$ cat src/include/pwrmgr_consts.svh
`ifndef PWRMGR_CONSTS_SVH
`define PWRMGR_CONSTS_SVH

// power domains, index 0 is always-on
`define PWR_DOMAINS 2

// gated ip clocks, main and io
`define CLK_DOMAINS 2

// peripheral hardware reset requests
`define NUM_HW_REQS 2

// reset request word, hw requests sit in the low bits
`define RST_REQ_W 6
`define RST_NDM_IDX 2
`define RST_SW_IDX 3
`define RST_ESC_IDX 4
`define RST_MAINPWR_IDX 5

`endif

$ cat src/logic/pwrmgr_pkg.sv
`default_nettype none

`include "pwrmgr_consts.svh"

package pwrmgr_pkg;

  // fast sequencer states
  typedef enum logic [4:0] {
    LowPower,
    EnableClocks,
    ReleaseRst,
    OtpInit,
    LcInit,
    AckPwrUp,
    RomCheckDone,
    RomCheckGood,
    Active,
    DisClks,
    FallThrough,
    NvmIdleChk,
    LowPowerPrep,
    ReqPwrDn,
    NvmShutDown,
    ResetPrep,
    ResetWait
  } fast_state_e;

  // reset hint kept by the reset controller
  typedef enum logic [1:0] {
    ResetNone,
    LowPwrEntry,
    HwReq,
    ResetUndefined
  } reset_cause_e;

  // order from the sequencer to the reset controller
  typedef enum logic [2:0] {
    Hold,
    Release,
    LowPwrPrep,
    RstPrep,
    RstWait,
    ClearCause,
    Undefine
  } rst_cmd_e;

  // field view of the request word, msb first
  typedef struct packed {
    logic                    main_pwr;
    logic                    esc;
    logic                    sw;
    logic                    ndm;
    logic [`NUM_HW_REQS-1:0] hw;
  } rst_reqs_t;

  // raw view for the any-request check
  typedef union packed {
    logic [`RST_REQ_W-1:0] raw;
    rst_reqs_t             req;
  } rst_reqs_u;

endpackage

`default_nettype wire

$ cat src/logic/pwrmgr_rst_if.sv
`default_nettype none

interface pwrmgr_rst_if;

  // command for the next reset register update
  pwrmgr_pkg::rst_cmd_e cmd;

  // request classes decoded from the request word
  logic any_req;
  logic direct_req;
  logic main_pwr_req;

  // reset state seen by the sequencer
  logic lc_released;
  logic rst_valid;
  logic cause_lowpwr;

  modport fsm (
    output cmd,
    input  any_req, direct_req, main_pwr_req,
    input  lc_released, rst_valid, cause_lowpwr
  );

  modport ctrl (
    input  cmd,
    output any_req, direct_req, main_pwr_req,
    output lc_released, rst_valid, cause_lowpwr
  );

endinterface

`default_nettype wire

$ cat src/logic/pwrmgr_clk_ctrl.sv
`default_nettype none

`include "pwrmgr_consts.svh"

module pwrmgr_clk_ctrl (
  input  wire logic                     clk_i,
  input  wire logic                     rst_ni,
  input  wire logic                     clk_en_req_i,
  input  wire logic [`CLK_DOMAINS-1:0]  clk_en_status_i,
  output logic      [`CLK_DOMAINS-1:0]  ip_clk_en_o,
  output logic                          clks_on_o,
  output logic                          clks_off_o
);

  logic ip_clk_en_q;

  // single enable for all gated ip clocks
  always_ff @(posedge clk_i or negedge rst_ni) begin
    if (!rst_ni) begin
      ip_clk_en_q <= 1'b0;
    end else begin
      ip_clk_en_q <= clk_en_req_i;
    end
  end

  // main and io only switch as part of the power sequence
  assign ip_clk_en_o = {`CLK_DOMAINS{ip_clk_en_q}};

  // enabled and every clock manager status confirms it
  assign clks_on_o = ip_clk_en_q & (&clk_en_status_i);

  // disabled and every status has dropped
  assign clks_off_o = ~ip_clk_en_q & ~(|clk_en_status_i);

endmodule

`default_nettype wire

$ cat src/logic/pwrmgr_rst_ctrl.sv
`default_nettype none

`include "pwrmgr_consts.svh"

module pwrmgr_rst_ctrl (
  input  wire logic                     clk_i,
  input  wire logic                     rst_ni,
  input  wire pwrmgr_pkg::rst_reqs_u    reset_reqs_i,
  input  wire logic                     lc_hw_debug_en_i,
  input  wire logic                     main_pd_ni,
  input  wire logic [`PWR_DOMAINS-1:0]  rst_lc_src_ni,
  input  wire logic [`PWR_DOMAINS-1:0]  rst_sys_src_ni,
  pwrmgr_rst_if.ctrl                    rst_if,
  output logic      [`PWR_DOMAINS-1:0]  rst_lc_req_o,
  output logic      [`PWR_DOMAINS-1:0]  rst_sys_req_o,
  output pwrmgr_pkg::reset_cause_e      reset_cause_o,
  output logic                          clr_slow_req_o
);

  logic [`PWR_DOMAINS-1:0] rst_lc_req_q, rst_lc_req_d;
  logic [`PWR_DOMAINS-1:0] rst_sys_req_q, rst_sys_req_d;
  pwrmgr_pkg::reset_cause_e reset_cause_q, reset_cause_d;
  logic hw_req;
  logic sys_rst_set;
  logic pd_rsts_asserted;
  logic all_rsts_match;

  // request classes
  assign rst_if.any_req      = |reset_reqs_i.raw;
  assign rst_if.direct_req   = reset_reqs_i.req.esc | reset_reqs_i.req.main_pwr;
  assign rst_if.main_pwr_req = reset_reqs_i.req.main_pwr;
  assign hw_req              = |reset_reqs_i.req.hw;

  // ndm only resets the system while hw debug is off
  assign sys_rst_set = hw_req | reset_reqs_i.req.sw | rst_if.direct_req |
                       (reset_reqs_i.req.ndm & ~lc_hw_debug_en_i);

  // index 0 is always-on, the rest may be powered down
  assign pd_rsts_asserted = ~(|rst_lc_src_ni[`PWR_DOMAINS-1:1]) &
                            ~(|rst_sys_src_ni[`PWR_DOMAINS-1:1]);

  // every source reset agrees with its request
  assign all_rsts_match = (rst_lc_src_ni == ~rst_lc_req_q) &
                          (rst_sys_src_ni == ~rst_sys_req_q);

  always_comb begin
    rst_lc_req_d  = rst_lc_req_q;
    rst_sys_req_d = rst_sys_req_q;
    reset_cause_d = reset_cause_q;
    unique case (rst_if.cmd)
      pwrmgr_pkg::Release: begin
        rst_lc_req_d  = '0;
        rst_sys_req_d = '0;
      end
      pwrmgr_pkg::LowPwrPrep: begin
        reset_cause_d = pwrmgr_pkg::LowPwrEntry;
        // off domains reset only when main power goes away
        rst_lc_req_d[`PWR_DOMAINS-1:1]  = {(`PWR_DOMAINS-1){~main_pd_ni}};
        rst_sys_req_d[`PWR_DOMAINS-1:1] = {(`PWR_DOMAINS-1){~main_pd_ni}};
      end
      pwrmgr_pkg::RstPrep: begin
        reset_cause_d = pwrmgr_pkg::HwReq;
        rst_lc_req_d  = '1;
        rst_sys_req_d = {`PWR_DOMAINS{sys_rst_set}};
      end
      pwrmgr_pkg::RstWait: begin
        rst_lc_req_d = '1;
      end
      pwrmgr_pkg::ClearCause: begin
        reset_cause_d = pwrmgr_pkg::ResetNone;
      end
      pwrmgr_pkg::Undefine: begin
        reset_cause_d = pwrmgr_pkg::ResetUndefined;
      end
      default: begin
        // hold keeps everything as is
        reset_cause_d = reset_cause_q;
      end
    endcase
  end

  always_ff @(posedge clk_i or negedge rst_ni) begin
    if (!rst_ni) begin
      rst_lc_req_q  <= '1;
      rst_sys_req_q <= '1;
      reset_cause_q <= pwrmgr_pkg::ResetUndefined;
    end else begin
      rst_lc_req_q  <= rst_lc_req_d;
      rst_sys_req_q <= rst_sys_req_d;
      reset_cause_q <= reset_cause_d;
    end
  end

  // low power path depends on domain power down, reset path on every domain
  always_comb begin
    unique case (reset_cause_q)
      pwrmgr_pkg::LowPwrEntry: rst_if.rst_valid = main_pd_ni | pd_rsts_asserted;
      pwrmgr_pkg::HwReq:       rst_if.rst_valid = all_rsts_match;
      default:                 rst_if.rst_valid = 1'b0;
    endcase
  end

  assign rst_if.lc_released  = &rst_lc_src_ni;
  assign rst_if.cause_lowpwr = (reset_cause_q == pwrmgr_pkg::LowPwrEntry);

  // main power request lives in the por domain and must be cleared explicitly
  assign clr_slow_req_o = (rst_if.cmd == pwrmgr_pkg::RstWait) & rst_if.main_pwr_req;

  assign rst_lc_req_o  = rst_lc_req_q;
  assign rst_sys_req_o = rst_sys_req_q;
  assign reset_cause_o = reset_cause_q;

endmodule

`default_nettype wire

$ cat src/logic/pwrmgr_fast_fsm.sv
`default_nettype none

module pwrmgr_fast_fsm (
  input  wire logic   clk_i,
  input  wire logic   rst_ni,
  // slow fsm handshake
  input  wire logic   req_pwrup_i,
  input  wire logic   wake_cause_i,
  output logic        ack_pwrup_o,
  output logic        req_pwrdn_o,
  input  wire logic   ack_pwrdn_i,
  input  wire logic   low_power_entry_i,
  // otp and life cycle
  output logic        otp_init_o,
  input  wire logic   otp_done_i,
  input  wire logic   otp_idle_i,
  output logic        lc_init_o,
  input  wire logic   lc_done_i,
  input  wire logic   lc_idle_i,
  input  wire logic   flash_idle_i,
  // rom check
  input  wire logic   rom_done_i,
  input  wire logic   rom_good_i,
  // clock controller
  output logic        clk_en_req_o,
  input  wire logic   clks_on_i,
  input  wire logic   clks_off_i,
  pwrmgr_rst_if.fsm   rst_if,
  // indications
  output logic        wkup_o,
  output logic        fall_through_o,
  output logic        abort_o,
  output logic        clr_hint_o,
  output logic        clr_cfg_lock_o,
  output logic        low_power_o,
  output logic        fetch_en_o
);

  pwrmgr_pkg::fast_state_e state_q, state_d;
  logic ack_pwrup_q, ack_pwrup_d;
  logic req_pwrdn_q, req_pwrdn_d;
  logic reset_ongoing_q, reset_ongoing_d;
  logic low_power_q, low_power_d;
  logic fetch_en_q, fetch_en_d;
  logic otp_init, lc_init;
  logic nvm_idle;

  assign nvm_idle = otp_idle_i & lc_idle_i & flash_idle_i;

  always_comb begin
    state_d         = state_q;
    ack_pwrup_d     = ack_pwrup_q;
    req_pwrdn_d     = req_pwrdn_q;
    reset_ongoing_d = reset_ongoing_q;
    low_power_d     = low_power_q;
    fetch_en_d      = fetch_en_q;
    otp_init        = 1'b0;
    lc_init         = 1'b0;
    clk_en_req_o    = 1'b0;
    wkup_o          = 1'b0;
    fall_through_o  = 1'b0;
    abort_o         = 1'b0;
    clr_hint_o      = 1'b0;
    clr_cfg_lock_o  = 1'b0;
    rst_if.cmd      = pwrmgr_pkg::Hold;
    unique case (state_q)
      pwrmgr_pkg::LowPower: begin
        // a pending reset cycle powers up without the slow fsm
        if (req_pwrup_i || reset_ongoing_q) begin
          state_d = pwrmgr_pkg::EnableClocks;
        end
      end
      pwrmgr_pkg::EnableClocks: begin
        clk_en_req_o = 1'b1;
        if (clks_on_i) begin
          state_d = pwrmgr_pkg::ReleaseRst;
        end
      end
      pwrmgr_pkg::ReleaseRst: begin
        clk_en_req_o = 1'b1;
        rst_if.cmd   = pwrmgr_pkg::Release;
        if (rst_if.lc_released) begin
          state_d = pwrmgr_pkg::OtpInit;
        end
      end
      pwrmgr_pkg::OtpInit: begin
        clk_en_req_o = 1'b1;
        otp_init     = 1'b1;
        if (otp_done_i) begin
          state_d = pwrmgr_pkg::LcInit;
        end
      end
      pwrmgr_pkg::LcInit: begin
        clk_en_req_o = 1'b1;
        lc_init      = 1'b1;
        if (lc_done_i) begin
          state_d = pwrmgr_pkg::AckPwrUp;
        end
      end
      pwrmgr_pkg::AckPwrUp: begin
        clk_en_req_o = 1'b1;
        // ack only when the slow fsm actually asked
        ack_pwrup_d  = ~reset_ongoing_q;
        if (!req_pwrup_i || reset_ongoing_q) begin
          ack_pwrup_d     = 1'b0;
          clr_cfg_lock_o  = 1'b1;
          // woken from a real low power entry
          wkup_o          = wake_cause_i & rst_if.cause_lowpwr;
          reset_ongoing_d = 1'b0;
          state_d         = pwrmgr_pkg::RomCheckDone;
        end
      end
      pwrmgr_pkg::RomCheckDone: begin
        clk_en_req_o = 1'b1;
        low_power_d  = 1'b0;
        rst_if.cmd   = pwrmgr_pkg::ClearCause;
        if (rom_done_i) begin
          state_d = pwrmgr_pkg::RomCheckGood;
        end
      end
      pwrmgr_pkg::RomCheckGood: begin
        clk_en_req_o = 1'b1;
        if (rom_good_i) begin
          state_d = pwrmgr_pkg::Active;
        end
      end
      pwrmgr_pkg::Active: begin
        clk_en_req_o = 1'b1;
        // processor fetches only here
        fetch_en_d   = 1'b1;
        if (rst_if.any_req || low_power_entry_i) begin
          fetch_en_d = 1'b0;
          rst_if.cmd = pwrmgr_pkg::Undefine;
          state_d    = pwrmgr_pkg::DisClks;
        end
      end
      pwrmgr_pkg::DisClks: begin
        low_power_d = ~rst_if.any_req;
        if (clks_off_i) begin
          state_d = rst_if.any_req ? pwrmgr_pkg::NvmShutDown : pwrmgr_pkg::FallThrough;
        end else if (rst_if.direct_req) begin
          // escalation and main power skip the clock handshake
          state_d = pwrmgr_pkg::NvmShutDown;
        end
      end
      pwrmgr_pkg::FallThrough: begin
        clr_hint_o = 1'b1;
        // processor left wfi before the entry completed
        if (!low_power_entry_i) begin
          clk_en_req_o   = 1'b1;
          wkup_o         = 1'b1;
          fall_through_o = 1'b1;
          state_d        = pwrmgr_pkg::RomCheckDone;
        end else begin
          state_d = pwrmgr_pkg::NvmIdleChk;
        end
      end
      pwrmgr_pkg::NvmIdleChk: begin
        if (nvm_idle) begin
          state_d = pwrmgr_pkg::LowPowerPrep;
        end else begin
          clk_en_req_o = 1'b1;
          wkup_o       = 1'b1;
          abort_o      = 1'b1;
          state_d      = pwrmgr_pkg::RomCheckDone;
        end
      end
      pwrmgr_pkg::LowPowerPrep: begin
        rst_if.cmd = pwrmgr_pkg::LowPwrPrep;
        if (rst_if.rst_valid) begin
          state_d = pwrmgr_pkg::ReqPwrDn;
        end
      end
      pwrmgr_pkg::ReqPwrDn: begin
        req_pwrdn_d = 1'b1;
        if (ack_pwrdn_i) begin
          req_pwrdn_d = 1'b0;
          state_d     = pwrmgr_pkg::LowPower;
        end
      end
      pwrmgr_pkg::NvmShutDown: begin
        clr_hint_o      = 1'b1;
        reset_ongoing_d = 1'b1;
        state_d         = pwrmgr_pkg::ResetPrep;
      end
      pwrmgr_pkg::ResetPrep: begin
        rst_if.cmd = pwrmgr_pkg::RstPrep;
        state_d    = pwrmgr_pkg::ResetWait;
      end
      pwrmgr_pkg::ResetWait: begin
        rst_if.cmd = pwrmgr_pkg::RstWait;
        // stuck here while main power request stays set
        if (rst_if.rst_valid && !rst_if.main_pwr_req) begin
          state_d = pwrmgr_pkg::LowPower;
        end
      end
      default: begin
        state_d = pwrmgr_pkg::LowPower;
      end
    endcase
  end

  always_ff @(posedge clk_i or negedge rst_ni) begin
    if (!rst_ni) begin
      state_q         <= pwrmgr_pkg::LowPower;
      ack_pwrup_q     <= 1'b0;
      req_pwrdn_q     <= 1'b0;
      reset_ongoing_q <= 1'b0;
      low_power_q     <= 1'b1;
      fetch_en_q      <= 1'b0;
      otp_init_o      <= 1'b0;
      lc_init_o       <= 1'b0;
    end else begin
      state_q         <= state_d;
      ack_pwrup_q     <= ack_pwrup_d;
      req_pwrdn_q     <= req_pwrdn_d;
      reset_ongoing_q <= reset_ongoing_d;
      low_power_q     <= low_power_d;
      fetch_en_q      <= fetch_en_d;
      otp_init_o      <= otp_init;
      lc_init_o       <= lc_init;
    end
  end

  assign ack_pwrup_o = ack_pwrup_q;
  assign req_pwrdn_o = req_pwrdn_q;
  assign low_power_o = low_power_q;
  assign fetch_en_o  = fetch_en_q;

endmodule

`default_nettype wire

$ cat src/logic/pwrmgr_top.sv
`default_nettype none

`include "pwrmgr_consts.svh"

module pwrmgr_top (
  input  wire logic                     clk_i,
  input  wire logic                     rst_ni,
  // slow fsm
  input  wire logic                     req_pwrup_i,
  input  wire logic                     wake_cause_i,
  output logic                          ack_pwrup_o,
  output logic                          req_pwrdn_o,
  input  wire logic                     ack_pwrdn_i,
  input  wire logic                     low_power_entry_i,
  input  wire logic                     main_pd_ni,
  output logic                          clr_slow_req_o,
  // reset requests and reset manager
  input  wire logic [`RST_REQ_W-1:0]    reset_reqs_i,
  input  wire logic                     lc_hw_debug_en_i,
  input  wire logic [`PWR_DOMAINS-1:0]  rst_lc_src_ni,
  input  wire logic [`PWR_DOMAINS-1:0]  rst_sys_src_ni,
  output logic      [`PWR_DOMAINS-1:0]  rst_lc_req_o,
  output logic      [`PWR_DOMAINS-1:0]  rst_sys_req_o,
  output pwrmgr_pkg::reset_cause_e      reset_cause_o,
  // clock manager
  input  wire logic [`CLK_DOMAINS-1:0]  clk_en_status_i,
  output logic      [`CLK_DOMAINS-1:0]  ip_clk_en_o,
  // otp, life cycle, flash, rom
  output logic                          otp_init_o,
  input  wire logic                     otp_done_i,
  input  wire logic                     otp_idle_i,
  output logic                          lc_init_o,
  input  wire logic                     lc_done_i,
  input  wire logic                     lc_idle_i,
  input  wire logic                     flash_idle_i,
  input  wire logic                     rom_done_i,
  input  wire logic                     rom_good_i,
  // indications
  output logic                          wkup_o,
  output logic                          fall_through_o,
  output logic                          abort_o,
  output logic                          clr_hint_o,
  output logic                          clr_cfg_lock_o,
  output logic                          low_power_o,
  output logic                          fetch_en_o
);

  logic clk_en_req;
  logic clks_on;
  logic clks_off;

  // sequencer to reset controller
  pwrmgr_rst_if rst_if ();

  pwrmgr_fast_fsm u_fsm (
    .clk_i             (clk_i),
    .rst_ni            (rst_ni),
    .req_pwrup_i       (req_pwrup_i),
    .wake_cause_i      (wake_cause_i),
    .ack_pwrup_o       (ack_pwrup_o),
    .req_pwrdn_o       (req_pwrdn_o),
    .ack_pwrdn_i       (ack_pwrdn_i),
    .low_power_entry_i (low_power_entry_i),
    .otp_init_o        (otp_init_o),
    .otp_done_i        (otp_done_i),
    .otp_idle_i        (otp_idle_i),
    .lc_init_o         (lc_init_o),
    .lc_done_i         (lc_done_i),
    .lc_idle_i         (lc_idle_i),
    .flash_idle_i      (flash_idle_i),
    .rom_done_i        (rom_done_i),
    .rom_good_i        (rom_good_i),
    .clk_en_req_o      (clk_en_req),
    .clks_on_i         (clks_on),
    .clks_off_i        (clks_off),
    .rst_if            (rst_if.fsm),
    .wkup_o            (wkup_o),
    .fall_through_o    (fall_through_o),
    .abort_o           (abort_o),
    .clr_hint_o        (clr_hint_o),
    .clr_cfg_lock_o    (clr_cfg_lock_o),
    .low_power_o       (low_power_o),
    .fetch_en_o        (fetch_en_o)
  );

  pwrmgr_rst_ctrl u_rst (
    .clk_i            (clk_i),
    .rst_ni           (rst_ni),
    .reset_reqs_i     (reset_reqs_i),
    .lc_hw_debug_en_i (lc_hw_debug_en_i),
    .main_pd_ni       (main_pd_ni),
    .rst_lc_src_ni    (rst_lc_src_ni),
    .rst_sys_src_ni   (rst_sys_src_ni),
    .rst_if           (rst_if.ctrl),
    .rst_lc_req_o     (rst_lc_req_o),
    .rst_sys_req_o    (rst_sys_req_o),
    .reset_cause_o    (reset_cause_o),
    .clr_slow_req_o   (clr_slow_req_o)
  );

  pwrmgr_clk_ctrl u_clk (
    .clk_i           (clk_i),
    .rst_ni          (rst_ni),
    .clk_en_req_i    (clk_en_req),
    .clk_en_status_i (clk_en_status_i),
    .ip_clk_en_o     (ip_clk_en_o),
    .clks_on_o       (clks_on),
    .clks_off_o      (clks_off)
  );

endmodule

`default_nettype wire

$ cat config.mk
export PLATFORM = sky130hd
export DESIGN_NAME = pwrmgr_top
export DESIGN_NICKNAME = d
export VERILOG_FILES = /design/src/logic/pwrmgr_pkg.sv /design/src/logic/pwrmgr_rst_if.sv /design/src/logic/pwrmgr_clk_ctrl.sv /design/src/logic/pwrmgr_rst_ctrl.sv /design/src/logic/pwrmgr_fast_fsm.sv /design/src/logic/pwrmgr_top.sv
export VERILOG_INCLUDE_DIRS = /design/src /design/src/include
export SDC_FILE = /design/constraint.sdc
export NUM_CORES = 1
export LEC_CHECK = 0
export BUFFER_PORTS_ARGS = -buffer_cell sky130_fd_sc_hd__buf_4
export CAP_MARGIN = 20
export CORE_ASPECT_RATIO = 0.6
export CORE_UTILIZATION = 50
export CTS_CLUSTER_DIAMETER = 200
export DETAILED_ROUTE_END_ITERATION = 10
export GPL_ROUTABILITY_DRIVEN = 1
export PLACE_DENSITY_LB_ADDON = 0.05
export SYNTH_ARGS = -nofsm -noshare
export SYNTH_HDL_FRONTEND = slang
export SYNTH_SLANG_ARGS = --single-unit
$ cat constraint.sdc
create_clock -name clk_i -period 2.26 [get_ports clk_i]
set_input_delay 0.226 -clock clk_i [delete_from_list [all_inputs] [get_ports clk_i]]
set_output_delay 0.226 -clock clk_i [all_outputs]
set_load 0.02 [all_outputs]
Word level (Yosys, flattened, before mapping)
Index checks and enable logic that the tools add are counted.
{ "totals": {"ff_bits": 19, "in_bits": 27, "output_inout_bits": 20, "elab_cells": 145} }
{ "op_classes": {"n_eq_ne": 39, "n_mux": 44, "n_bitwise": 24, "reduce_logical": 24} }
{ "ops": {"columns": ["operator", "n"], "rows": [
  ["one-hot mux 5 bit (17 select lines)", 1],
  ["2-to-1 mux 5 bit", 14],
  ["== test 5 x 4 -> 1 bit, second input constant", 8],
  ["== test 5 x 3 -> 1 bit, second input constant", 4],
  ["one-hot mux 3 bit (6 select lines)", 1],
  ["2-to-1 mux 1 bit", 14],
  ["!= test 2 bit, second input constant", 7],
  ["AND reduction 13 bit", 1],
  ["one-hot mux 1 bit (3 select lines)", 4],
  ["== test 5 x 2 -> 1 bit, second input constant", 2],
  ["!= test 2 x 1 -> 1 bit, second input constant", 5],
  ["one-hot mux 1 bit (2 select lines)", 5],
  ["AND 1 bit", 9],
  ["== test 3 bit, second input constant", 3],
  ["2-to-1 mux 4 bit", 2],
  ["NOT 1 bit", 8],
  ["one-hot mux 2 bit (4 select lines)", 1],
  ["nonzero test 2 bit", 4],
  ["OR reduction 2 bit", 4],
  ["OR reduction 8 bit", 1],
  ["== test 3 x 2 -> 1 bit, second input constant", 2],
  ["2-to-1 mux 3 bit", 2],
  ["AND reduction 2 bit", 3],
  ["nonzero test 3 bit", 2],
  ["other kinds (15)", 24]
]} }

Longest topological paths before layout
Gate-level depths: netlist of run 1.
{ "logic_depth": {"ltp_word": 7, "ltp_mapped": 8, "depth_no_buf": 7} }

Modules after synthesis
Synthesis of run 1 repeated with hierarchy kept, for this count alone.
{ "hier_totals": {"cells_unflattened": 176, "area_unflattened_um2": 1500.2} }
{ "modules_own_cells": {"columns": ["module", "instances", "cells_per_inst", "area_each_um2", "seq_area_each_um2"], "rows": [
  ["pwrmgr_fast_fsm", 1, 122, 1003.5, 301.5],
  ["pwrmgr_rst_ctrl", 1, 49, 440.4, 157.7],
  ["pwrmgr_clk_ctrl", 1, 5, 56.3, 25.0]
]} }

Worst setup path before layout of run 1
OpenSTA, ideal clock, no wires.
{ "synth_timing": {"path_kind": "register to output", "from": "reg u_fsm.state_q[0]", "to": "out wkup_o", "t_arrival_ps": 1831, "t_required_ps": 2034, "slack_ps": 203, "stages_incl_launch_ff": 7, "n_path_buf": 1, "path_cell_list": "dfrtp_1 -> buf_4 -> inv_1 -> nand2_1 -> nor4_1 -> nor2_1 -> nand2_1"} }
{ "synth_via": {"elab_chain_len": 2, "word_cells_on_any_way": 4, "classes_between": "eq/ne: 3; mux: 1"} }
{ "synth_lines": {"columns": ["item", "line_no", "text"], "rows": [
  ["from (decl)", "pwrmgr_fast_fsm.sv:39", "pwrmgr_pkg::fast_state_e state_q, state_d;"],
  ["from (signal assigned)", "pwrmgr_fast_fsm.sv:205", "state_q <= pwrmgr_pkg::LowPower;"],
  ["from (signal assigned)", "pwrmgr_fast_fsm.sv:214", "state_q <= state_d;"],
  ["== test 5 x 4 -> 1 bit / == test 5 x 3 -> 1 bit (equally long branches)", "pwrmgr_fast_fsm.sv:66", "unique case (state_q)"],
  ["one-hot mux 1 bit (3 select lines) (*)", "pwrmgr_fast_fsm.sv:66", null],
  ["to (decl)", "pwrmgr_top.sv:39", "output logic wkup_o,"]
]} }
Mark *: on every way between the ends. The rest lies on a longest branch, timed or not.

Final worst setup path of run 1
{ "layout_timing": {"from": "reg u_fsm.state_q[2]", "to": "out wkup_o"} }
Same word-level chain as after synthesis.

==> impl_metrics.tcl, run 1 <==
set metrics [dict create \
    status "completed" \
    timing.final.crit_share_pct 94.80 \
    ys_ff_latch 19 \
    min_period_ns 2.142 \
    regArea_um2 484.2 \
    cts_buffer_depth 2 \
    die-area_um2 2999 \
    timing.fmax_ghz 0.4668 \
    wl_per_cell_um 15.86 \
    worstMarginPinSlew_ns 0.4485 \
    path_buf_inv 2 \
    dpl-instance-area_um2 1799 \
    grt_max_degree 20 \
    dp_slack_ns 0.1444 \
    drive_above_1_share_pct 36.99 \
    clk_pin_slew_worst_paths_ns 0.08 \
    ios 47 \
    area_growth_pct 33.60 \
    finish.utilization_pct 72.06 \
    rsz0062_at_grt "false" \
    setup_viol 0 \
    multi_input_area_um2 809.5 \
    setup_tns_ns 0 \
    setup_ws_ns 0.1175 \
    syn_inst 167 \
    max_stage_delay_ns 0.43 \
    synth-main-ff-cell "dfrtp_1" \
    cts-hold-fix-buffers 1 \
    yosysMostFrequentCell "nand2_1" \
    synth_area_um2 1389 \
    synth_edf_count 0 \
    cp_data_arrival_time_ns 1.92 \
    yosysSeqAreaShare_pct 34.86 \
    drt-total-wl_mm 3.981 \
    cp_max_fo 9 \
    coreArea_um2 2575 \
    dp_hpwl_mm 3.177 \
    synthArstFlopShare_pct 100.0 \
    reg2reg_depth 6 \
    p_leak_uw 0.0008100 \
    hold_viol 0 \
    timing.rr.start "u_fsm.state_q[3]" \
    num_antenna_cells 0 \
    irDropWorstVdd_mv 0.2471 \
    stdcell_area_um2 1856 \
    cts_setup_buffers 0 \
    crit_top_cell "buf_4" \
    drv_cap 0 \
    synth_warnings 0 \
    drc 0 \
    min_from "main_pd_ni" \
    clock-sinks 19 \
    crit_chain "buf_4 -> nand2b_1 -> or3_1 -> nor2_1 -> nand3_1 -> nand2_1 -> buf_4" \
    synthesis.nets 196 \
    grt_usage_pct 28.81 \
    dr.pass1.iters 4 \
    portBuffers 46 \
    hold_depth 2 \
    slew_headroom_pct 69.85 \
    yosysTopAreaCellShare_pct 21.62 \
    vias 1481 \
    power_density_nw_per_um2 357.5 \
    ant_nets 0 \
    endpoint_kind "output pin" \
    power_uw 663.4 \
    start_kind "flip-flop" \
    reg2reg_to "u_fsm.state_q[0]" \
    critPathKind "reg2out" \
    critPathRequiredTime_ns 2.03 \
    start_util_pct 53.94 \
    slew_violations 0 \
    whs_endpoint "u_rst.rst_sys_req_o[1]" \
    grt_overflow_total 0 \
    cp_top_family "simple AND/OR/NAND/NOR gates" \
    ctsResizeCount 0 \
    initialDrtViolationCount 201 \
    hp-class "in2reg" \
    fp-row-count 14 \
    synth_area_per_cell_um2 8.316 \
    antenna_found_initial 0 \
    cts_buffers 3 \
    dieWidth_um 70.04 \
    rrSetupSlack_ns 0.15 \
    cpMaxStageDelayCell "dfrtp_1" \
    fillers 212 \
    ys_types 44 \
    clock_latency_ns 0.26 \
    ctsHtreeMaxLevel 1 \
    synth_largest_area_cell "dfrtp_1" \
    nets 249 \
    grt_pass1_wl_mm 6.582 \
    synthTopCellsByArea "dfrtp_1, dfstp_2, nand2_1" \
    grt_pass1_vias 1342 \
    finClkSkew_ns 0.008252 \
    cts_tree "built" \
    vias_per_cell 5.900 \
    die_y_um 42.83 \
    clock-root-buffer "clkbuf_8" \
    yosys-top-cells-count "nand2_1, nor2_1, dfrtp_1, nor3_1, o21ai_0" \
    gp_congestion 0.8792 \
]
[cells by family after synthesis]
family / synth area share (%)
compound gates: 20.36
xor+xnor: 3.784
fa+ha+maj: 1.802
buf+inv: 6.847
flops: 34.87
mux: 3.874
simple gates: 28.47
[layout make-up]
| class | count | area share [%] |
|---|---|---|
| clock inverter | 1 | 0.2697 |
| tap | 32 | 2.158 |
| clock buffer | 3 | 2.225 |
| multi-input combinational | 130 | 43.63 |
| inverter | 6 | 1.214 |
| timing repair buffer | 60 | 24.41 |
| sequential | 19 | 26.10 |
[flip-flops by register name, indices dropped and copies added, names as in the netlist, 2 cells and up]
name / flops
u_rst.reset_cause_o: 2
u_rst.rst_sys_req_o: 2
u_fsm.state_q: 5
u_rst.rst_lc_req_o: 2
[worst register-to-register path, cell delays in order, from the launching register on]
cell and delay [ns]:
dfrtp_1 0.52, nor3b_1 0.31, nand2_1 0.17, o41ai_1 0.40, nor4_2 0.14, o21ai_2 0.11, mux2_2 0.36
[power breakdown]
| group | internal (uW) | total (uW) | switching [uW] |
|---|---|---|---|
| registers | 342 | 343 | 0.745 |
| logic | 41.5 | 74.0 | 32.4 |
| clock network | 123 | 247 | 124 |
| total | 506 | 663 | 157 |
[layer usage]
layer / global-route usage [%] / up-vias / share of wire, %
met5: 0 / - / 0
met4: 5.600 / 0 / 0.98
met3: 9.501 / 4 / 13
met2: 40.58 / 93 / 41
met1: 42.77 / 675 / 46
li1: - / 709 / -
[per-stage QoR]
| step | hold WS, ns | instances |
|---|---|---|
| 2_1_floorplan | -0.06959 | 167 |
| 3_3_place_gp | 0.1113 | 246 |
| 3_5_place_dp | 0.1148 | 246 |
| 4_1_cts | 0.1235 | 251 |
| 5_1_grt | 0.1105 | 251 |
| 6_report | 0.1256 | 251 |
[cell usage in the layout (no fill, tap or decap), types with 5 or more instances in the layout]
cell type	count
buf_4	59
nand2_1	20
nor2_1	14
dfrtp_1	12
nor3_1	11
o21ai_0	10
dfstp_2	7
inv_1	6
nand3_1	6
a21oi_1	6
nor2b_1	5
[worst max-delay path by stage]
| stage | start | slack, ns | cells after the start | to |
|---|---|---|---|---|
| 6_report | u_fsm.state_q[2] | 0.12 | 7 | wkup_o |
| 5_1_grt | u_fsm.state_q[3] | 0.03 | 6 | u_fsm.state_q[2] |
| 4_1_cts | u_fsm.state_q[3] | 0.13 | 6 | wkup_o |
| 3_5_place_dp | reset_reqs_i[0] | 0.14 | 7 | u_fsm.state_q[2] |
| 3_3_place_gp | reset_reqs_i[0] | 0.18 | 7 | u_fsm.state_q[2] |
| 2_1_floorplan | u_fsm.state_q[0] | 0.20 | 6 | wkup_o |
Power figures use the tool's default switching activity.
==> inputs of run 2 (changes only) <==
BUFFER_PORTS_ARGS = -buffer_cell sky130_fd_sc_hd__buf_2   (was -buffer_cell sky130_fd_sc_hd__buf_4)
==> impl_metrics.tcl, run 2 (synthesis results as in run 1) <==
set metrics [dict create \
    ios 47 \
    ant_nets 0 \
    cp_top_family "simple AND/OR/NAND/NOR gates" \
    portBuffers 46 \
    largest_reg_flops 5 \
    p_leak_uw 0.0007527 \
    cpMaxStageDelayCell "or3_1" \
    regMostFlops "u_fsm.state_q" \
    grt_usage_pct 26.62 \
    cts_buffers 3 \
    area_growth_pct 24.50 \
    setup_viol 0 \
    drive_above_1_share_pct 37.33 \
    die-area_um2 2999 \
    cts_tree "built" \
    drv_cap 0 \
    clock-sinks 19 \
    crit_chain "buf_4 -> nand2b_1 -> or3_1 -> nor2_2 -> nand3_1 -> nand2_1 -> buf_2" \
    dp_hpwl_mm 3.005 \
    cp_max_fo 15 \
    min_period_ns 2.156 \
    finClkSkew_ns 0.002266 \
    hp-class "in2reg" \
    vias_per_cell 6.137 \
    regArea_um2 486.7 \
    cp-startpoint "u_fsm.state_q[3]" \
    instances_no_fill 249 \
    wl_per_cell_um 15.49 \
    slew_headroom_pct 67.99 \
    fillers 226 \
    power_uw 659.1 \
    timing.final.crit_share_pct 95.41 \
    multi_input_area_um2 812.0 \
    drc 0 \
    grt_overflow_total 0 \
    cp_data_arrival_time_ns 1.93 \
    grt_max_degree 20 \
    nets 247 \
    clk_pin_slew_worst_paths_ns 0.08 \
    status "completed" \
    timing.fmax_ghz 0.4638 \
    slew_violations 0 \
    initialDrtViolationCount 114 \
    dieWidth_um 70.04 \
    hold_viol 0 \
    worstMarginPinSlew_ns 0.4762 \
    max_stage_delay_ns 0.41 \
    timing.rr.start "u_fsm.state_q[4]" \
    path_buf_inv 2 \
    num_antenna_cells 0 \
    power_density_nw_per_um2 381.2 \
    min_from "main_pd_ni" \
    clock-root-buffer "clkbuf_8" \
    drt-total-wl_mm 3.857 \
    dp.cells 243 \
    setup_tns_ns 0 \
    final_common_cell "buf_2" \
    antenna_found_initial 0 \
    final_cell_mix "buf_2, nand2_1, nor2_1" \
    die_y_um 42.83 \
    clock_latency_ns 0.27 \
    dr.pass1.iters 6 \
    critPathKind "reg2out" \
    gp_congestion 0.9386 \
    start_util_pct 53.94 \
    ctsHtreeMaxLevel 1 \
    start_kind "flip-flop" \
    grt_pass1_vias 1262 \
    endpoint_kind "output pin" \
    rsz0062_at_grt "false" \
    fp-row-count 14 \
    coreArea_um2 2575 \
    irDropWorstVdd_mv 0.4374 \
    grt_pass1_wl_mm 6.030 \
    finish.utilization_pct 67.15 \
    cts_buffer_depth 2 \
    vias 1528 \
    rrSetupSlack_ns 0.14 \
    critPathRequiredTime_ns 2.03 \
]
[run 2: cell count changes in the layout (fill, tap and decap cells not counted)]
cell,change
buf_4,-48
buf_2,+46
dfrtp_1,-2
dfrtp_2,+2
clkbuf_1,+1
clkinv_2,-1
nor2_1,-1
nor2_2,+1
[run 2: where the power goes]
part	total, uW	switching (uW)	internal, uW
clock	256	130	126
sequential	343	0.667	342
combinational	60.3	32.6	27.7
[run 2: cell type report]
cell class              count  area share [%]
clock buffers               4           2.605
well taps                  32           2.315
inverters                   6           1.302
multi-input cells         130           46.96
flip-flops and latches     19           28.15
repair buffers             58           18.67
[run 2: metrics by stage]
| step | setup WS, ns | hold WS [ns] | cell area (um2) |
|---|---|---|---|
| 5_1_grt | 0.003613 | 0.1583 | 1729 |
| 3_5_place_dp | 0.1338 | 0.1909 | 1662 |
| 4_1_cts | 0.02959 | 0.1344 | 1717 |
| 3_3_place_gp | 0.1877 | 0.1887 | 1662 |
| 6_report | 0.1037 | 0.1414 | 1729 |
| 2_1_floorplan | 0.2030 | -0.06959 | 1389 |
[run 2: worst paths after layout]
check | to | depth (start not counted)
max | wkup_o | 7
min | u_rst.rst_sys_req_o[1] | 2
max reg2reg | u_fsm.state_q[0] | 6
min reg2reg | u_fsm.req_pwrdn_o | 2
max in group asynchronous | u_rst.rst_sys_req_o[1] | 2
min in group asynchronous | u_fsm.reset_ongoing_q | 2
[run 2: repair_timing]
action / 4_1_cts / 5_1_grt
hold buffers: 1 / 0
resized for setup: 0 / 3
hold endpoints to repair: 12 / 0
buffers inserted: 0 / 1
setup endpoints to repair: 0 / 1
[run 2: metal layers]
metal | global-route usage, % | vias up | wire length [um]
li1 | - | 708 | -
met1 | 38.98 | 706 | 1728
met2 | 37.12 | 104 | 1575
met3 | 7.601 | 10 | 489
met4 | 9.600 | 0 | 64
met5 | 0 | - | 0
